<file path="src/verilog/bus_pkg.sv">
// shared widths, ids and encodings of the two-core memory bus
// two cores only; timer region is any address with bit 31 set
`default_nettype none

package bus_pkg;

    // byte address and data word on the shared bus
    typedef logic [31:0] addr_t;
    typedef logic [31:0] data_t;

    // index of the granted core
    typedef logic [0:0] core_id_t;

    localparam int NCORES = 2;

    // timer region base, only bit 31 is decoded
    localparam addr_t TIMER_BASE = 32'h8000_0000;

    // word offsets inside the timer region
    // mtime is read-only, a write to it is dropped
    localparam logic [3:0] TIMER_MTIME_LO = 4'h0;
    localparam logic [3:0] TIMER_MTIME_HI = 4'h4;
    localparam logic [3:0] TIMER_CMP_LO   = 4'h8;
    localparam logic [3:0] TIMER_CMP_HI   = 4'hc;

    // decoded access target
    typedef enum logic {
        TGT_RAM,
        TGT_TIMER
    } target_t;

    // time-slice arbiter states
    typedef enum logic [1:0] {
        ARB_SERVE,
        ARB_HANDOFF,
        ARB_SETTLE,
        ARB_RUN
    } arb_state_t;

endpackage

`default_nettype wire

</file>
<file path="src/verilog/bus_arbiter.sv">
// time-slice arbiter; grant moves only when the owner is idle with no open transfer
// SLOT_CYCLES must be at least 1
`timescale 1ns/10ps
`default_nettype none

module bus_arbiter
    import bus_pkg::*;
#(
    parameter int SLOT_CYCLES = 4
) (
    input  wire      CLK,
    input  wire      RST_X,
    input  wire      idle_0,
    input  wire      idle_1,
    input  wire      xfer_open,
    output core_id_t grant,
    output logic     switching
);

    localparam int CNT_W = (SLOT_CYCLES > 1) ? $clog2(SLOT_CYCLES) : 1;
    localparam logic [CNT_W-1:0] SLOT_LAST = CNT_W'(SLOT_CYCLES - 1);

    arb_state_t       state;
    logic [CNT_W-1:0] slot_cnt;
    logic             grant_idle;
    core_id_t         next_grant;

    // only the owner's idle flag matters
    assign grant_idle = (grant == core_id_t'(0)) ? idle_0 : idle_1;

    // round robin over the cores
    assign next_grant = (grant == core_id_t'(NCORES - 1)) ? core_id_t'(0)
                                                          : grant + core_id_t'(1);

    // both cores see busy while the grant changes hands
    assign switching = (state == ARB_HANDOFF) || (state == ARB_SETTLE);

    always_ff @(posedge CLK) begin
        if (!RST_X) begin
            state    <= ARB_SERVE;
            grant    <= core_id_t'(0);
            slot_cnt <= '0;
        end else begin
            case (state)
                ARB_SERVE: begin
                    // never pull the grant from under a transfer
                    if (grant_idle && !xfer_open) begin
                        state <= ARB_HANDOFF;
                    end
                end
                ARB_HANDOFF: begin
                    // old owner is already busy, hand over now
                    grant <= next_grant;
                    state <= ARB_SETTLE;
                end
                ARB_SETTLE: begin
                    // new owner still busy for this cycle
                    slot_cnt <= '0;
                    state    <= ARB_RUN;
                end
                ARB_RUN: begin
                    // guaranteed window, idle is not looked at here
                    if (slot_cnt == SLOT_LAST) begin
                        state <= ARB_SERVE;
                    end else begin
                        slot_cnt <= slot_cnt + 1'b1;
                    end
                end
                default: begin
                    state <= ARB_SERVE;
                end
            endcase
        end
    end

endmodule

`default_nettype wire

</file>
<file path="config.mk">
export PLATFORM = sky130hd
export DESIGN_NAME = bus_arbiter
export DESIGN_NICKNAME = d
export VERILOG_FILES = /design/src/verilog/bus_pkg.sv /design/src/verilog/bus_arbiter.sv
export SDC_FILE = /design/constraint.sdc
export NUM_CORES = 1
export LEC_CHECK = 0
export CAP_MARGIN = 20
export CORE_AREA = 2 2 39 41
export DETAILED_ROUTE_END_ITERATION = 8
export DIE_AREA = 0 0 41 43
export DONT_BUFFER_PORTS = 1
export PLACE_DENSITY = 0.34
export SETUP_SLACK_MARGIN = 0.3
export SYNTH_ARGS = -nofsm -noshare
export SYNTH_HDL_FRONTEND = slang
export SYNTH_SLANG_ARGS = --single-unit
</file>
<file path="constraint.sdc">
create_clock -name CLK -period 1.85 [get_ports CLK]
set_clock_uncertainty 0.15 [all_clocks]
set_input_delay 0.0925 -clock CLK [delete_from_list [all_inputs] [get_ports CLK]]
set_output_delay 0.0925 -clock CLK [all_outputs]
set_load 0.05 [all_outputs]
</file>
# Word-level counts from Yosys, hierarchy flattened
# Cells that the tools add are included.
# word_totals
ff_bits	5
latch_bits	0
mem_bits_rw	0
romBits	0
output_inout_bits	2
elab_cells	26
n_memories	0
# op_classes
add_sub_neg	2
mul	0
n_div	0
order_cmp	0
eq_ne	7
shift	0
muxes	7
n_bitwise	0
reduce_logical	7
# op_table
operator	count
one-hot mux 2 bit (4 select lines)	1
equality test 2 bit (second input constant)	3
2-to-1 mux 2 bit	3
!= test 2 bit (second input constant)	3
one-hot mux 2 bit (2 select lines)	1
AND reduction 2 bit	2
adder 2 x 1 -> 2 bit (second input constant)	1
equality test 2 x 1 -> 1 bit (second input constant)	1
logical NOT 2 bit	1
2-to-1 mux 1 bit	2
nonzero test 2 bit	1
adder 1 bit (second input constant)	1
logical AND 1 bit	1
logical NOT 1 bit	1
logical OR 1 bit	1

# Logic depth before layout (Yosys ltp)
# depth
word_depth	4
ltp_mapped	5
depth_no_buf	5

# Least setup slack after synthesis
# No wires, ideal clock.
# synth_path
path_type	register -> register
start	register grant
end	register state[1]
setup_time_ns	0.125
arrival_ns	1.211
slack_ns	0.364
stages_incl_launch_ff	5
path_buffers	0
period_less_slack_ns	1.486
cell_sequence	dfxtp_1 > mux2i_1 > nor3_2 > o211ai_1 > o31ai_1
# synth_between
elab_chain_cells	4
# synth_rtl
item	line	source
from (decl)	bus_arbiter.sv:16	output core_id_t grant,
from (signal assigned)	bus_arbiter.sv:41	grant <= core_id_t'(0);
from (signal assigned)	bus_arbiter.sv:53	grant <= next_grant;
2-to-1 mux 1 bit	bus_arbiter.sv:29	assign grant_idle = (grant == core_id_t'(0)) ? idle_0 : idle_1;
logical AND 1 bit	bus_arbiter.sv:47	if (grant_idle && !xfer_open) begin
!= test 2 bit (no line)	n/a	
AND reduction 2 bit (no line)	n/a	
to (signal assigned)	bus_arbiter.sv:40	state <= ARB_SERVE;
to (signal assigned)	bus_arbiter.sv:48	state <= ARB_HANDOFF;
to (signal assigned)	bus_arbiter.sv:54	state <= ARB_SETTLE;
to (decl)	bus_arbiter.sv:23	arb_state_t state;
# No other way between the ends.
# A chain may end at the register's enable or synchronous reset.

# Worst setup path after layout
# layout_path
start	register state[0]
end	output switching
# layout_between
elab_chain_cells	2
elab_cells_between_ends	3
cone_classes	eq/ne (2); reduce/logical (1)
# layout_rtl
item	line	source
equality test 2 x 1 -> 1 bit or equality test 2 bit (tied branches)	bus_arbiter.sv:36	assign switching = (state == ARB_HANDOFF) || (state == ARB_SETTLE);
logical OR 1 bit *	bus_arbiter.sv:36	
to (decl)	bus_arbiter.sv:17	output logic switching
# Mark *: on every way between the ends. The rest lies on a longest branch, timed or not.

==> results.py <==
metrics = {
    "run_status": {
        "status": "finished clean",
    },
    "sta": {
        "setup-tns-final_ps": 0,
        "setup_viol": 0,
        "slew-limit-headroom_pct": 84.0,
        "rsz0062_at_grt": "false",
        "fin_crit_sh_pct": 78.3,
        "timing.fmax_mhz": 690,
        "tightest_slew_ps": 238,
        "slew_violations": 0,
        "hold_viol": 0,
        "fin_crit_ps": 1450,
    },
    "pwr": {
        "p_per_area_mw_per_mm2": 1610,
        "p_switching_w": 0.000274,
        "p_leak_nw": 0.157,
        "intPower_w": 0.000339,
        "p_sw_share_pct": 44.7,
        "vdd_ir_drop_max_mv": 0.518,
        "p_seq_share_pct": 27.2,
        "pwr-share-comb_pct": 51.9,
        "p_clk_share_pct": 20.9,
    },
    "yosys": {
        "synth_edf_count": 0,
        "synthTopCellsByCount": "dfxtp_1 (5), ha_1 (5), inv_1 (3)",
        "netlist_area_um2": 299,
        "synth_async_sr_flop_share_pct": 0,
        "synthFlopType": "dfxtp_1",
        "yosysWarnings": 0,
        "ys_seq_area_share_pct": 33.5,
        "synth_area_leader_cell": "dfxtp_1",
        "synthCells": 30,
        "syn_avg_cell_area_um2": 9.97,
        "yosysUniqueCellTypes": 17,
        "synth_nets": 40,
        "synth_area_leaders": "dfxtp_1 (33%), ha_1 (21%), mux2i_1 (6.7%)",
        "synth_top_area_share_pct": 33.5,
        "ys_seq_elements": 5,
    },
    "floorplan": {
        "die-area_mm2": 0.00176,
        "io_pins": 7,
        "die_w_um": 41,
        "die_h_um": 43,
        "initial_utilization_pct": 21.6,
        "floorplan.rows": 14,
        "core_mm2": 0.00138,
    },
    "worst_setup_path": {
        "end_kind": "output pin",
        "reg2reg_depth": 5,
        "critPathMaxStageDelay_ps": 370,
        "cp-startpoint": "state[0]$_SDFFE_PN0P_",
        "rr_endpoint": "state[1]$_SDFFE_PN0P_",
        "crit_arrival_ps": 1210,
        "path_cells": "inv_1 > ha_1 > buf_4",
        "worstSetupStartpointType": "flop",
        "critPathKind": "flop to output pin",
        "critPathBufInv": 2,
        "crit_path_max_fanout": 4,
        "cpMaxStageDelayCell": "dfxtp_1",
        "required_ps": 1610,
        "cp_top_family": "flip-flops",
        "cp.depth": 3,
        "r2r_slack_ps": 450,
        "crit_path_end": "switching",
        "r2r_start": "state[0]$_SDFFE_PN0P_",
    },
    "finish": {
        "insertedDiodeCount": 0,
        "area_growth_pct": 27.2,
        "design_area_um2": 380,
        "finalNetCount": 49,
        "finish.utilization_pct": 27.5,
        "final_layout_size_suffix_gt1_share_pct": 21.1,
    },
    "clock_network": {
        "cts_root_buffer": "clkbuf_4",
        "post_cts_resized": 0,
        "ctsHoldBuffers": 2,
        "cts_sinks": 5,
        "clock_path_buffers": 2,
        "worstSkewPairLatency_ps": 240,
        "postCtsSetupRepairBufs": 0,
        "clk_pin_slew_worst_paths_ps": 40,
        "cts_tree": "done",
        "htreeDepth": 1,
        "cts_buffers": 3,
    },
    "drt": {
        "dr_total_vias": 227,
        "routed_wl_um": 550,
        "firstDrtPassIters": 2,
        "first_iter_violations": 4,
        "via_per_inst": 4.20,
        "wl_per_cell_um": 10.2,
        "postRouteAntennaNets": 0,
        "drc_errors": 0,
    },
    "grt": {
        "antenna_found_initial": 0,
        "grt_pass1_wl_um": 814,
        "grt_remaining_overflow": 0,
        "grt_pass1_vias": 192,
        "grt_max_degree": 7,
        "track_usage_pct": 8.02,
    },
    "placed_design": {
        "io_buffers": 0,
        "place_congestion": 0.736,
        "dpl_cell_area_um2": 334,
        "place_hpwl_um": 420,
    },
    "min_path": {
        "hold_class": "input pin to flop",
    },
    "flow_run": {
        "maxCapViolations": 0,
    },
}
state kept, by name (all words and copies together), names as in the netlist:
register  cells
state         2
slot_cnt      2
grant         1
worst min-delay path by stage:
stage	startpoint	end	slack (ps)	depth (start not counted)
2_1_floorplan	RST_X	grant$_SDFFE_PN0N_	60	1
6_report	idle_0	state[1]$_SDFFE_PN0P_	100	3
4_1_cts	idle_0	state[1]$_SDFFE_PN0P_	100	3
3_5_place_dp	RST_X	grant$_SDFFE_PN0N_	70	1
5_1_grt	idle_0	state[1]$_SDFFE_PN0P_	140	3
3_3_place_gp	RST_X	grant$_SDFFE_PN0N_	70	1
worst reg2reg max path: cells and delay by family, from the launching register on:
kind / cells / cell delay, ps
AND/OR/NAND/NOR: 2 / 320
flip-flops: 1 / 370
adder cells (fa/ha/maj): 1 / 190
AO/OA/AOI/OAI: 2 / 250
cell usage in the layout (no fill, tap or decap):
master,count
xor2_1,1
nor2_1,1
ha_1,5
a22oi_1,1
mux2i_1,2
dfxtp_1,5
clkbuf_1,1
nor3_1,1
nand2_1,1
nor2b_1,2
buf_4,2
nor2b_4,1
inv_1,3
o31ai_1,2
a21oi_1,1
clkbuf_4,3
nor3_2,1
o211ai_1,1
dlygate4sd3_1,2
and2_1,1
nor2_2,1
stage by stage:
step / hold WS [ps] / power, W / setup WS (ps) / instances
after floorplan: 64.2 / 0.000419 / 364 / 30
after global placement: 69.3 / 0.000480 / 491 / 48
after detailed placement: 71.1 / 0.000485 / 458 / 48
after CTS: 104 / 0.000626 / 388 / 54
after global routing: 143 / 0.000664 / 338 / 54
final: 98.7 / 0.000614 / 401 / 54
power groups by stage:
stage / sequential, W / clock (W) / combinational [W]
finish: 0.000167 / 0.000128 / 0.000318
global route: 0.000172 / 0.000146 / 0.000346
CTS: 0.000167 / 0.000137 / 0.000323
detailed placement: 0.000169 / 0 / 0.000316
global placement: 0.000168 / 0 / 0.000313
floorplan: 0.000207 / 0 / 0.000212
kinds of logic after synthesis:
group,after synthesis,share of synthesized area [%]
compound gates,5,11.7
flops,5,33.5
xor+xnor,1,2.93
fa+ha+maj,5,20.9
simple gates,9,20.5
mux,2,6.69
buf+inv,3,3.77
metal layers:
metal | part of all wire, % | vias up | wire, µm | global-route usage [%]
met5 | 0 | - | 0 | 0
met4 | 2.0 | 0 | 11 | 4.00
met3 | 8.2 | 2 | 45 | 9.42
met2 | 42 | 7 | 231 | 9.38
met1 | 48 | 98 | 262 | 8.33
li1 | - | 120 | - | -
final cells by class:
class	count	area [µm²]
fill	155	1000
clock buffer	4	26.3
sequential	5	100
inverter	3	11.3
multi-input combinational	22	188
tap	16	20.0
timing repair buffer	4	35.0
No activity file was read; power rests on OpenSTA's default activity.
