`src/verilog/bus_pkg.sv`:
```
// shared widths, ids and encodings of the two-core memory bus
// two cores only; timer region is any address with bit 31 set
`default_nettype none

package bus_pkg;

    // byte address and data word on the shared bus
    typedef logic [31:0] addr_t;
    typedef logic [31:0] data_t;

    // index of the granted core
    typedef logic [0:0] core_id_t;

    localparam int NCORES = 2;

    // timer region base, only bit 31 is decoded
    localparam addr_t TIMER_BASE = 32'h8000_0000;

    // word offsets inside the timer region
    // mtime is read-only, a write to it is dropped
    localparam logic [3:0] TIMER_MTIME_LO = 4'h0;
    localparam logic [3:0] TIMER_MTIME_HI = 4'h4;
    localparam logic [3:0] TIMER_CMP_LO   = 4'h8;
    localparam logic [3:0] TIMER_CMP_HI   = 4'hc;

    // decoded access target
    typedef enum logic {
        TGT_RAM,
        TGT_TIMER
    } target_t;

    // time-slice arbiter states
    typedef enum logic [1:0] {
        ARB_SERVE,
        ARB_HANDOFF,
        ARB_SETTLE,
        ARB_RUN
    } arb_state_t;

endpackage

`default_nettype wire

```
`src/verilog/bus_result.sv`:
```
// returns ack, read data and busy to the granted core only
// the other core sees zeros and a permanent busy
`timescale 1ns/10ps
`default_nettype none

module bus_result
    import bus_pkg::*;
(
    input  core_id_t grant,
    input  wire      switching,
    input  wire      bus_ack,
    input  data_t    bus_rdata,
    output logic     ack_0,
    output logic     ack_1,
    output data_t    rdata_0,
    output data_t    rdata_1,
    output logic     busy_0,
    output logic     busy_1
);

    always_comb begin
        if (grant == core_id_t'(0)) begin
            ack_0   = bus_ack;
            rdata_0 = bus_rdata;
            busy_0  = switching;
            ack_1   = 1'b0;
            rdata_1 = '0;
            busy_1  = 1'b1;
        end else begin
            ack_1   = bus_ack;
            rdata_1 = bus_rdata;
            busy_1  = switching;
            // core 0 is parked until the next handoff
            ack_0   = 1'b0;
            rdata_0 = '0;
            busy_0  = 1'b1;
        end
    end

endmodule

`default_nettype wire

```
`config.mk`:
```
export PLATFORM = sky130hd
export DESIGN_NAME = bus_result
export DESIGN_NICKNAME = d
export VERILOG_FILES = /design/src/verilog/bus_pkg.sv /design/src/verilog/bus_result.sv
export SDC_FILE = /design/constraint.sdc
export NUM_CORES = 1
export LEC_CHECK = 0
export ABC_AREA = 1
export ABC_CLOCK_PERIOD_IN_PS = 1600
export BUFFER_PORTS_ARGS = -buffer_cell sky130_fd_sc_hd__buf_2
export CAP_MARGIN = 20
export CORE_MARGIN = 1.5
export CORE_UTILIZATION = 30
export DETAILED_ROUTE_END_ITERATION = 12
export PLACE_DENSITY = 0.95
export SLEW_MARGIN = 20
export SYNTH_ARGS = -nofsm -noshare
export SYNTH_HDL_FRONTEND = slang
export SYNTH_SLANG_ARGS = --single-unit
export TNS_END_PERCENT = 30
```
`constraint.sdc`:
```
create_clock -name vclk -period 1.6
set_clock_uncertainty 0.05 [all_clocks]
set_input_delay 0.08 -clock vclk [all_inputs]
set_output_delay 0.08 -clock vclk [all_outputs]
set_load 0.05 [all_outputs]
```
* Word-level counts from Yosys, hierarchy flattened
Cells that the tools add are included.
Storage, ports and cells: register bits after elaboration 0, input bits 35, output and inout port bits 68, logic and storage cells 6
Cells by class: mux-type cells 6
Operators by type and width (count):
- $mux W32 | 2
- $mux W1 | 4

* Longest topological paths before layout
Gate-level depths: netlist of the first run.
depth in word-level cells 1, mapped depth 4, mapped depth without buffers 2

* Worst setup path before layout of the first run
Ideal clock, no wire load.
path type input to output, start input grant, end output rdata_0[11], arrival 1.114 ns, data required time 1.470 ns, path slack 0.356 ns, stages on the path 4, path buffers 3, path through clkbuf_2 buf_6 buf_6 nor2_1
Between the ends: cells in the longest elaborated chain, start to end 1
Ends and longest elaborated chain:
- start, declared | line bus_result.sv:9 | input core_id_t grant,
- $mux W32 | line bus_result.sv:22 | if (grant == core_id_t'(0)) begin
- end, declared | line bus_result.sv:15 | output data_t rdata_0,
No other way between the ends.

* Worst setup path in the final report of the first run
start input grant, end output rdata_1[3]
Between the ends: cells in the longest elaborated chain, start to end 1
Ends and longest elaborated chain:
- $mux W32 | line bus_result.sv:22
- end, declared | line bus_result.sv:16 | output data_t rdata_1,
No other way between the ends.

==> flow_metrics.env, run 1 <==
export IMPL_status="completed"
export IMPL_timing_final_crit_share_pct=60.6
export IMPL_crit_path_end_kind="primary output"
export IMPL_cts_post_setup_buffers_inserted=0
export IMPL_grt_pass1_wl_mm=2.44
export IMPL_rsz0062_at_grt="no"
export IMPL_first_global_vias=690
export IMPL_routed_wl_mm=1.82
export IMPL_gp_congestion=0.704
export IMPL_grt_max_degree=69
export IMPL_setup_viol=0
export IMPL_dp_hpwl_mm=1.59
export IMPL_cts_resized=0
export IMPL_fin_setup_tns_ns=0
export IMPL_area_delta_synth_final_pct=89.2
export IMPL_whs_ns=0.476
export IMPL_synth_top_area_share_pct=44.8
export IMPL_final_nets=277
export IMPL_synth_area_top_cells="inv_1, nand2_1, nor2_1"
export IMPL_startpoint_type="input pin"
export IMPL_clock_buffers=0
export IMPL_fill_cells=176
export IMPL_wl_met1_um=674
export IMPL_synthesis_nets=179
export IMPL_fin_area_um2=1080
export IMPL_synth_cells=144
export IMPL_required_ns=1.47
export IMPL_hold_violations=0
export IMPL_avgSynthCellArea_um2=3.95
export IMPL_drc=0
export IMPL_clock_fmax_mhz=1030
export IMPL_routed_top_layer="met3"
export IMPL_routedWlPerCell_um=6.88
export IMPL_diodes=0
export IMPL_grt_overflow=0
export IMPL_path_class="input pin to primary output"
export IMPL_seq_cell_count=0
export IMPL_period_minus_slack_ns=0.970
export IMPL_ys_seq_area_share_pct=0
export IMPL_power_leakage_nw=1.05
export IMPL_synthTopCellsByCount="inv_1, nand2_1, nor2_1"
export IMPL_holdCritPathClass="input pin to primary output"
export IMPL_wl_met3_um=193
export IMPL_area_sequential_um2=0
export IMPL_slew_violations=0
export IMPL_antenna_found_initial=0
export IMPL_ys_warn_count=0
export IMPL_dr_first_iter_drc_count=6
export IMPL_hold_depth=4
export IMPL_tightestPinTransition_ns=0.256
export IMPL_relSlewSlack_pct=83.0
export IMPL_postRouteAntennaNets=0
export IMPL_hp_start="bus_rdata[12]"
export IMPL_layout_drive_gt1_share_pct=43.3
export IMPL_firstDrtPassIters=3
export IMPL_core_um2=1750
export IMPL_ys_types=6
export IMPL_ios=103
export IMPL_critical_path_arrival_ns=0.84
export IMPL_drv_cap=0
export IMPL_yosysMostFrequentCell="inv_1"
export IMPL_placed_cell_area_um2=1080
export IMPL_die_h_um=46.6
export IMPL_hold_path_endpoint="rdata_0[12]"
export IMPL_crit_fanout=68
export IMPL_hold_buffers=0
export IMPL_track_usage_pct=14.5
export IMPL_ir_worst_vdd_mv=0.304
export IMPL_avgViaCountPerCell=3.75
export IMPL_rows=15
export IMPL_placement_io_buffers=103
export IMPL_die_w_um=46.6
export IMPL_wl_met2_um=955
export IMPL_start_util_pct=32.6
export IMPL_via_count=995
export IMPL_yosysTopAreaCell="inv_1"
export IMPL_power_density_nw_per_um2=515
export IMPL_die_area_um2=2170
export IMPL_synthesis_area_um2=569
[stage by stage]
step | setup WS, ns | util [%] | total power, mW | std cells
2_1_floorplan | 0.356 | - | 0.424 | 144
5_1_grt | 0.566 | 61.7 | 0.592 | 265
4_1_cts | 0.636 | 61.7 | 0.559 | 265
3_5_place_dp | 0.637 | 61.7 | 0.558 | 265
6_report | 0.630 | 61.7 | 0.555 | 265
3_3_place_gp | 0.647 | 61.7 | 0.552 | 265
[logic make-up after synthesis]
group | synth area share, %
buf+inv | 55.2
simple gates | 44.8
[power by group]
group,internal (mW),switching (mW)
logic,0.125,0.430
clock network,0,0
registers,0,0
total,0.125,0.430
[layer usage]
layer | vias up | track usage, %
met5 | - | 0
met4 | 0 | 0
met3 | 0 | 1.57
met2 | 55 | 33.6
met1 | 388 | 13.3
li1 | 552 | -
[area by class of cell]
cell class	instances	area [um2]	area share, %
multi-input combinational	68	255	23.7
timing repair buffer	104	536	49.7
tap	25	31.3	2.90
inverter	68	255	23.7
[critical path: stages]
cell     delay (ns)
buf_2          0.10
buf_12         0.23
nand2_1        0.09
inv_1          0.06
buf_2          0.25
[worst max path at each step]
stage | start | end | slack, ns
floorplan | grant | rdata_0[11] | 0.36
global placement | grant | rdata_1[1] | 0.65
detailed placement | grant | rdata_1[27] | 0.64
CTS | grant | rdata_1[27] | 0.64
global route | grant | rdata_1[19] | 0.57
finish | grant | rdata_1[3] | 0.63
[placed cells by master (no fill, tap or decap)]
master   synthesis  routed
buf_2            4     103
nand2_1         35      35
inv_1           68      68
nor2_1          33      33
buf_12           0       1
Power figures use the tool's default switching activity.
==> inputs of run 2 (changes only) <==
- ABC_CLOCK_PERIOD_IN_PS: 1600 -> 1000
- CORE_UTILIZATION: 30 -> 28
- PLACE_DENSITY: 0.95 -> 0.94
- clock period: 1.6 -> 1 ns (I/O delays scaled with it)
==> run 2 against run 1 <==
Compared with the run above: via count fell by 2.5%; die area rose by 6.7%; critical endpoint is now rdata_0[2]; total power rose by 61%; global-route usage fell by 3.8 points; worst hold slack got worse by 0.059 ns; sequential cell count did not move; cell count rose by 1.1%; critical path depth fell by 1; largest power group unchanged; core utilization fell by 5.1 points.
==> flow_metrics.env, run 2 (synthesis gave the netlist of run 1 again) <==
export IMPL_status="completed"
export IMPL_hp_start="bus_rdata[20]"
export IMPL_clock_buffers=0
export IMPL_firstDrtPassIters=4
export IMPL_hold_buffers=0
export IMPL_critical_path_max_stage_delay_ns=0.27
export IMPL_seq_cell_count=0
export IMPL_area_delta_synth_final_pct=93.2
export IMPL_diodes=0
export IMPL_critical_path_arrival_ns=0.74
export IMPL_period_minus_slack_ns=0.837
export IMPL_die_w_um=48.1
export IMPL_path_buf_inv=3
export IMPL_ir_worst_vdd_mv=0.451
export IMPL_clock_fmax_mhz=1190
export IMPL_final_nets=278
export IMPL_drc=0
export IMPL_startpoint_type="input pin"
export IMPL_avgViaCountPerCell=3.62
export IMPL_ios=103
export IMPL_path_class="input pin to primary output"
export IMPL_mostFrequentLayoutCell="buf_2"
export IMPL_track_usage_pct=10.7
export IMPL_dr_first_iter_drc_count=6
export IMPL_crit_path_cell_trace="buf_2, buf_12, nor2_1, buf_2"
export IMPL_slew_violations=0
export IMPL_rows=16
export IMPL_antenna_found_initial=0
export IMPL_core_um2=1940
export IMPL_setup_viol=0
export IMPL_tightestPinTransition_ns=0.254
export IMPL_crit_path_end_kind="primary output"
export IMPL_first_global_vias=584
export IMPL_cts_resized=0
export IMPL_power_leakage_nw=1.06
export IMPL_path_common_cell="buf_2"
export IMPL_grt_overflow=0
export IMPL_slowest_stage="buf_2"
export IMPL_layout_drive_gt1_share_pct=43.6
export IMPL_routedWlPerCell_um=6.03
export IMPL_dp_hpwl_mm=1.45
export IMPL_setup_ws_ns=0.163
export IMPL_final_core_util_pct=56.6
export IMPL_cts_post_setup_buffers_inserted=0
export IMPL_relSlewSlack_pct=83.2
export IMPL_die_area_um2=2310
export IMPL_via_count=970
export IMPL_start_util_pct=29.3
export IMPL_dp_cells=268
export IMPL_crit_fanout=32
export IMPL_rsz0062_at_grt="no"
export IMPL_path_delay_family="buffers and inverters"
export IMPL_power_density_nw_per_um2=814
export IMPL_postRouteAntennaNets=0
export IMPL_drv_cap=0
export IMPL_gp_congestion=0.681
export IMPL_final_cell_mix="buf_2, inv_1, nand2_1"
export IMPL_grt_pass1_wl_mm=1.95
export IMPL_crit_path_start="grant"
export IMPL_whs_ns=0.417
export IMPL_hold_violations=0
export IMPL_finalNonFillerCells=268
export IMPL_grt_max_degree=37
export IMPL_routed_wl_mm=1.62
export IMPL_multi_input_area_um2=255
export IMPL_area_sequential_um2=0
export IMPL_required_ns=0.90
export IMPL_timing_final_crit_share_pct=83.7
export IMPL_placement_io_buffers=103
export IMPL_fill_cells=196
export IMPL_die_h_um=48.1
export IMPL_hold_depth=4
export IMPL_hold_path_endpoint="rdata_0[20]"
export IMPL_holdCritPathClass="input pin to primary output"
export IMPL_dp_slack_ns=0.157
==> run 2: cell type report <==
cell class,instances,share of cell area (%)
tap,27,3.07
inverter,68,23.2
timing repair buffer,105,50.5
multi-input combinational,68,23.2
==> run 2: routing by layer <==
| metal | wire length, um | track usage, % | vias up |
|---|---|---|---|
| met5 | 0 | 0 | - |
| met4 | 0 | 0 | 0 |
| met3 | 225 | 0.741 | 0 |
| met2 | 748 | 24.3 | 60 |
| met1 | 643 | 10.8 | 359 |
| li1 | - | - | 551 |
==> run 2: through the flow <==
step / power (mW) / setup TNS [ns] / cell area [um2]
after floorplan: 0.678 / -4.84 / 569
after global placement: 0.892 / 0 / 1100
after detailed placement: 0.900 / 0 / 1100
after CTS: 0.901 / 0 / 1100
after global routing: 0.965 / 0 / 1100
final: 0.895 / 0 / 1100
==> run 2: tightest hold or removal path: cells and delay by family <==
kind,cells,cell delay [ns]
buffers and inverters,3,0.33
and+or+nand+nor,1,0.03
==> run 2: how the worst max path moves through the flow <==
stage                       end  slack, ns  cells after the start
floorplan           rdata_0[11]      -0.18                      4
global placement     rdata_0[2]       0.15                      4
detailed placement   rdata_0[2]       0.16                      4
CTS                  rdata_0[2]       0.15                      4
global route        rdata_1[14]       0.06                      5
finish               rdata_0[2]       0.16                      4
==> run 2: power by group <==
group          switching [mW]  total [mW]  internal (mW)
clock                       0           0              0
sequential                  0           0              0
combinational           0.687       0.895          0.208
