===== config.mk =====
export PLATFORM = sky130hd
export DESIGN_NAME = bus_decode
export DESIGN_NICKNAME = d
export VERILOG_FILES = /design/src/verilog/bus_pkg.sv /design/src/verilog/bus_decode.sv
export SDC_FILE = /design/constraint.sdc
export NUM_CORES = 1
export LEC_CHECK = 0
export ABC_AREA = 1
export BUFFER_PORTS_ARGS = -buffer_cell sky130_fd_sc_hd__buf_2
export CAP_MARGIN = 20
export CORE_AREA = 2 2 69 71
export DETAILED_ROUTE_END_ITERATION = 8
export DIE_AREA = 0 0 71 73
export GPL_TIMING_DRIVEN = 0
export SLEW_MARGIN = 20
export SYNTH_ARGS = -nofsm -noshare
export SYNTH_HDL_FRONTEND = slang
export SYNTH_SLANG_ARGS = --single-unit
export TNS_END_PERCENT = 20

===== constraint.sdc =====
create_clock -name vclk -period 1.73
set_clock_uncertainty 0.05 [all_clocks]
set_input_delay 0.173 -clock vclk [all_inputs]
set_output_delay 0.173 -clock vclk [all_outputs]
set_load 0.02 [all_outputs]

===== src/verilog/bus_pkg.sv =====
// shared widths, ids and encodings of the two-core memory bus
// two cores only; timer region is any address with bit 31 set
`default_nettype none

package bus_pkg;

    // byte address and data word on the shared bus
    typedef logic [31:0] addr_t;
    typedef logic [31:0] data_t;

    // index of the granted core
    typedef logic [0:0] core_id_t;

    localparam int NCORES = 2;

    // timer region base, only bit 31 is decoded
    localparam addr_t TIMER_BASE = 32'h8000_0000;

    // word offsets inside the timer region
    // mtime is read-only, a write to it is dropped
    localparam logic [3:0] TIMER_MTIME_LO = 4'h0;
    localparam logic [3:0] TIMER_MTIME_HI = 4'h4;
    localparam logic [3:0] TIMER_CMP_LO   = 4'h8;
    localparam logic [3:0] TIMER_CMP_HI   = 4'hc;

    // decoded access target
    typedef enum logic {
        TGT_RAM,
        TGT_TIMER
    } target_t;

    // time-slice arbiter states
    typedef enum logic [1:0] {
        ARB_SERVE,
        ARB_HANDOFF,
        ARB_SETTLE,
        ARB_RUN
    } arb_state_t;

endpackage

`default_nettype wire


===== src/verilog/bus_decode.sv =====
// selects the granted core's request and splits its address
// RAM index bits above log2(RAM_WORDS)+1 are ignored, so RAM aliases
`timescale 1ns/10ps
`default_nettype none

module bus_decode
    import bus_pkg::*;
#(
    parameter int RAM_WORDS = 256
) (
    input  core_id_t                       grant,
    input  wire                            req_0,
    input  wire                            we_0,
    input  addr_t                          addr_0,
    input  data_t                          wdata_0,
    input  wire                            req_1,
    input  wire                            we_1,
    input  addr_t                          addr_1,
    input  data_t                          wdata_1,
    output logic                           bus_req,
    output logic                           bus_we,
    output data_t                          bus_wdata,
    output target_t                        target,
    output logic [$clog2(RAM_WORDS)-1:0]   word_index,
    output logic [3:0]                     timer_offset
);

    localparam int IDX_W = $clog2(RAM_WORDS);

    addr_t sel_addr;

    // the other core's request is simply not selected
    always_comb begin
        if (grant == core_id_t'(0)) begin
            bus_req   = req_0;
            bus_we    = we_0;
            bus_wdata = wdata_0;
            sel_addr  = addr_0;
        end else begin
            bus_req   = req_1;
            bus_we    = we_1;
            bus_wdata = wdata_1;
            sel_addr  = addr_1;
        end
    end

    assign target = ((sel_addr & TIMER_BASE) != '0) ? TGT_TIMER : TGT_RAM;

    // word addressed, byte offset bits dropped
    assign word_index   = sel_addr[IDX_W+1:2];
    assign timer_offset = sel_addr[3:0];

endmodule

`default_nettype wire


---- Word-level counts from Yosys, hierarchy flattened ----
Cells that the tools add are included.
operators by class
  mux-type cells .......................... 5
operator list
  kind               number
  32-bit 2-to-1 mux  2
  1-bit 2-to-1 mux   3
word-level totals
  output and inout port bits .............. 47
  bits in registers ....................... 0
  logic and storage cells ................. 5

---- Logic depth before layout (Yosys ltp) ----
Gate-level depths: netlist (run 1).
  depth after elaboration ................. 2
  gate-level depth with buffers ........... 6

---- Least setup slack after synthesis (run 1) ----
OpenSTA, ideal clock, no wires.
  path type ............................... input -> output
  start point ............................. input port grant
  end point ............................... output port word_index[0]
  path slack .............................. 0.625 ns
  stages .................................. 6
  data required time ...................... 1.507 ns
  data arrival time ....................... 0.882 ns
  cells stage by stage .................... buf_6 -> inv_8 -> buf_6 -> nand2_1 -> nand2_1 -> buf_4
on the way
  word-level cells in the longest chain between the ends .. 1
ends and longest elaborated chain
  what               line              text
  start, declared    bus_decode.sv:11  input core_id_t grant,
  32-bit 2-to-1 mux  bus_decode.sv:34  if (grant == core_id_t'(0)) begin
  end, declared      bus_decode.sv:24  output logic [$clog2(RAM_WORDS)-1:0] word_index,
No other way between the ends.

---- Final worst setup path (run 1) ----
  start point ............................. input port grant
  end point ............................... output port word_index[1]
The elaborated chain is that of the path after synthesis.

==> results of run 1 <==
[through the flow]
| step | setup slack, ns | total power, uW | hold slack, ns | std cells | instance area, um^2 |
|---|---|---|---|---|---|
| floorplan | 0.6249 | 245.4 | 0.4584 | 147 | 651.9 |
| global placement | 0.5996 | 438.9 | 0.5997 | 338 | 1405 |
| detailed placement | 0.5964 | 442.6 | 0.6008 | 338 | 1405 |
| CTS | 0.5932 | 444.1 | 0.6024 | 338 | 1405 |
| global route | 0.5427 | 480.9 | 0.6203 | 338 | 1405 |
| finish | 0.6156 | 437.2 | 0.6005 | 338 | 1405 |
[path summary, 6_finish.rpt]
| path | endpoint | slack, ns | start |
|---|---|---|---|
| setup / recovery | word_index[1] | 0.62 | grant |
| hold / removal | bus_wdata[27] | 0.60 | wdata_0[27] |
[kinds of logic after synthesis]
group	synth area share
and+or+nand+nor	0.8157
buffers and inverters	0.1843
[power by group]
group | internal [uW] | leakage [uW] | total (uW) | switching, uW
registers | 0 | 0 | 0 | 0
clock network | 0 | 0 | 0 | 0
logic | 190 | 0.00102 | 437 | 247
total | 190 | 0.00102 | 437 | 247
[per-layer routing]
layer	vias up	GRT usage	part of all wire
met5	-	0	0
met4	0	0	0
met3	0	0.01519	0.11
met2	80	0.1994	0.49
met1	524	0.1136	0.40
li1	706	-	-
[synthesized netlist by cell type]
cell,instances
buf_6,5
buf_8,1
buf_4,5
nand2_2,10
nand2_1,125
inv_8,1
[cell type report]
type               count  area share
plain buffers         11     0.07747
multi-input cells    135      0.3784
inverters              1    0.008014
repair buffers       137      0.4880
well taps             54     0.04809
==> metrics.yaml, run 1 <==
outcome:
  status: "finished, final reports clean"
synth:
  synth_top_area_cell: "nand2_1"
  synth_fp_nets: 280
  syn-cell-area_um2: 651.9
  syn_area_per_cell_um2: 4.435
  ys_types: 6
  ys_seq_area_frac: 0
  postSynthCellCount: 147
  yosysTopAreaCellShare: 0.7198
  synth_warnings: 0
  synth.area.top_cells: "nand2_1 (72%), nand2_2 (9.6%), buf_6 (8.6%), buf_4 (5.8%), buf_8 (2.3%)"
route:
  via_count: 1310
  drc: 0
  ant_nets: 0
  drtIter0Drc: 18
  via_per_inst: 3.876
  routed_wl_um: 2885
  drt_first_pass_iters: 4
  wl_per_cell_um: 8.536
worst_hold_path:
  hold_path_depth: 4
  hp-class: "primary input to output port"
timing:
  slew_viol_final: 0
  worst_pin_slew_ns: 0.1128
  max_freq_mhz: 897.4
  setup_viol: 0
  post-route-min-period_ns: 1.114
  fin_tns_setup_ns: 0
  finalHoldViolCount: 0
  slew-limit-headroom: 0.9248
  fin_crit_sh: 0.6441
  rsz0062_at_grt: "no"
floorplan:
  row_count: 25
  io_pins: 180
  die_x_um: 71
  core-area_mm2: 0.004536
  chipHeight_um: 73
  die_area_mm2: 0.005183
  start_util: 0.1437
layout:
  final_common_cell: "buf_2"
  diodes: 0
  nets: 419
  drive_gt1_frac: 0.5599
  filler_cell_count: 525
  seqCellArea_um2: 0
  area_growth_pct: 115.5
  multi_input_area_um2: 531.8
  nFlopsAndLatches: 0
  final_core_util: 0.3098
  clkbuf_count: 0
  layout_common_cells: "buf_2 (137), nand2_1 (125), nand2_2 (10)"
worst_setup_path:
  worst_setup_path_end_kind: "output port"
  crit_cells: 7
  cp_cell_sequence: "buf_6, inv_8, buf_6, nand2_1, nand2_1, buf_4, buf_2"
  path_class: "primary input to output port"
  crit_slowest_cell: "buf_6"
  crit_required_ns: 1.51
  worstPathMaxFanout: 10
  crit_buf_inv: 5
  critical_path.top_delay_family: "buffers and inverters"
  slowest_delay_ns: 0.14
  start_kind: "primary input"
  arrival_ns: 0.89
power_and_ir_drop:
  max-vdd-ir-drop_mv: 0.06813
  powerDensity_mw_per_mm2: 311.2
  p_leak_uw: 0.001016
placement:
  place_congestion: 0.6576
  numPortBuffers: 137
  place_hpwl_um: 2451
grt:
  antenna_found_initial: 0
  grt_pass1_vias: 1019
  grt_overflow: 0
  grt_max_degree: 11
  grt_usage: 0.09804
  grt_pass1_wl_um: 4381
flow_run:
  cap_viol_max_count: 0
clock_tree:
  ctsHoldBuffers: 0
  cts_resized: 0
  post_cts_buffers: 0
No activity file was read; power rests on OpenSTA's default activity.
==> run 2, diff against run 1 <==
--- a/config.mk
+++ b/config.mk
@@ -8,9 +8,9 @@
 export ABC_AREA = 1
 export BUFFER_PORTS_ARGS = -buffer_cell sky130_fd_sc_hd__buf_2
 export CAP_MARGIN = 20
-export CORE_AREA = 2 2 69 71
+export CORE_AREA = 2 2 70 72
 export DETAILED_ROUTE_END_ITERATION = 8
-export DIE_AREA = 0 0 71 73
+export DIE_AREA = 0 0 72 74
 export GPL_TIMING_DRIVEN = 0
 export SLEW_MARGIN = 20
 export SYNTH_ARGS = -nofsm -noshare
==> constraint.sdc (replaced) <==
create_clock -name vclk -period 1.1
set_clock_uncertainty 0.05 [all_clocks]
set_input_delay 0.11 -clock vclk [all_inputs]
set_output_delay 0.11 -clock vclk [all_outputs]
set_load 0.02 [all_outputs]
==> run 2 against run 1 <==
Compared with the run above: die area rose by 2.8%; critical path depth did not move; via count fell by 1.5%; combinational power rose by 57%; non-clock buffer count did not move; hold slack got worse by 0.12 ns; setup slack got worse by 0.53 ns; flip-flop and latch count did not move; sequential share of layout area did not move; cell count did not move; routed wire length fell by 1.8%; first-iteration DRC count fell by 28%; critical endpoint is now word_index[0]; highest routed layer unchanged.
==> metrics.yaml, run 2 (same netlist as run 1, synthesis figures left out) <==
worst_setup_path:
  path_class: "primary input to output port"
  arrival_ns: 0.85  # -0.04 ns
  cp_cell_sequence: "buf_6, inv_8, buf_6, nand2_1, nand2_1, buf_4, buf_2"
  worstPathMaxFanout: 10  # unchanged
  worst_setup_path_end_kind: "output port"
  slowest_delay_ns: 0.15  # about the same
  crit_required_ns: 0.94  # -0.57 ns
  crit_slowest_cell: "buf_2"
  start_kind: "primary input"
placement:
  numPortBuffers: 137  # unchanged
  place_congestion: 0.6700  # +1.9%
  place_hpwl_um: 2434  # -0.68%
floorplan:
  die_area_mm2: 0.005328  # +2.8%
  die_x_um: 72  # +1.4%
  row_count: 25  # unchanged
  start_util: 0.1418  # -0.001955
  chipHeight_um: 74  # +1.4%
  core-area_mm2: 0.004598  # +1.4%
  io_pins: 180  # unchanged
clock_tree:
  cts_resized: 0  # unchanged
  ctsHoldBuffers: 0  # unchanged
  post_cts_buffers: 0  # unchanged
layout:
  seqCellArea_um2: 0  # unchanged
  filler_cell_count: 522  # -0.57%
  diodes: 0  # unchanged
  drive_gt1_frac: 0.5599  # unchanged
  nFlopsAndLatches: 0  # unchanged
  nets: 419  # unchanged
  layout_common_cells: "buf_2 (137), nand2_1 (125), nand2_2 (10)"
  clkbuf_count: 0  # unchanged
  final_common_cell: "buf_2"
  area_growth_pct: 115.5  # unchanged
grt:
  use_met1: 0.1022  # -0.01139
  grt_pass1_wl_um: 3946  # -9.9%
  grt_pass1_vias: 968  # -5.0%
  grt_overflow: 0  # unchanged
  busiest_layer: "met2"
  grtUsageMet2: 0.1811  # -0.01831
  gr-usage-met3: 0.005420  # -0.009773
  grt_max_degree: 11  # unchanged
  antenna_found_initial: 0  # unchanged
  grt_usage: 0.08673  # -0.01131
power_and_ir_drop:
  p_switching_uw: 387.0  # +57%
  seqPwrFrac: 0  # unchanged
  p_int_uw: 299.4  # +57%
  p_leak_uw: 0.001016  # unchanged
  powerDensity_mw_per_mm2: 488.5  # +57%
  pwr-share-comb: 1.000  # about the same
  clkPwrFrac: 0  # unchanged
  switching_share: 0.5638  # -0.001000
  max-vdd-ir-drop_mv: 0.1133  # +66%
timing:
  finalHoldViolCount: 0  # unchanged
  fin_tns_setup_ns: 0  # unchanged
  fin_crit_sh: 0.9191
  setup_viol: 0  # unchanged
  worst_pin_slew_ns: 0.1123  # -0.0005615 ns
  rsz0062_at_grt: "no"
  post-route-min-period_ns: 1.011
  whs_ns: 0.4767  # -0.1239 ns
  slew_viol_final: 0  # unchanged
  slew-limit-headroom: 0.9252  # about the same
  max_freq_mhz: 989.1
flow_run:
  cap_viol_max_count: 0  # unchanged
route:
  drc: 0  # unchanged
  ant_nets: 0  # unchanged
  wl_per_cell_um: 8.379  # -1.8%
  drt_first_pass_iters: 6  # +2
  drtIter0Drc: 13  # -5
  via_count: 1290  # -1.5%
  via_per_inst: 3.817  # -1.5%
  routed_wl_um: 2832  # -1.8%
worst_hold_path:
  hp-class: "primary input to output port"
outcome:
  status: "finished, final reports clean"
==> run 2: cell counts in the layout (fill, tap and decap cells not counted) <==
Identical to the previous run, type by type.
==> run 2: through the flow <==
stage,area (um^2),utilization,instances,setup slack [ns],power (uW)
detailed placement,1405,0.3056,338,0.05120,694.5
floorplan,651.9,-,147,0.1209,385.9
finish,1405,0.3056,338,0.08899,686.3
global placement,1405,0.3056,338,0.06704,691.0
global route,1405,0.3056,338,0.005874,757.4
CTS,1405,0.3056,338,0.04773,697.0
==> run 2: metal layers <==
metal / share of wire / vias up
met5: 0 / -
met4: 0 / 0
met3: 0.11 / 0
met2: 0.48 / 79
met1: 0.41 / 506
li1: - / 705
==> run 2: layout make-up <==
type                       count  area (um^2)  area share
timing repair buffer         137        685.7      0.4880
multi-input combinational    135        531.8      0.3784
tap                           54        67.56     0.04809
buffer                        11        108.9     0.07747
inverter                       1        11.26    0.008014
==> run 2: worst max-delay path: cells and delay by family <==
kind / cells / cell delay, ns
buffers and inverters: 5 / 0.61
and+or+nand+nor: 2 / 0.13
==> run 2: final timing paths <==
check                      from               to  slack (ns)  cells past startpoint
worst min-delay path  addr_0[0]  timer_offset[0]        0.48                      4
worst max-delay path      grant    word_index[0]        0.09                      7
==> run 2: power groups by stage <==
stage          sequential (uW)  combinational, uW  clock [uW]
4_1_cts                      0                697           0
3_3_place_gp                 0                691           0
3_5_place_dp                 0                695           0
5_1_grt                      0                757           0
2_1_floorplan                0                386           0
6_report                     0                686           0
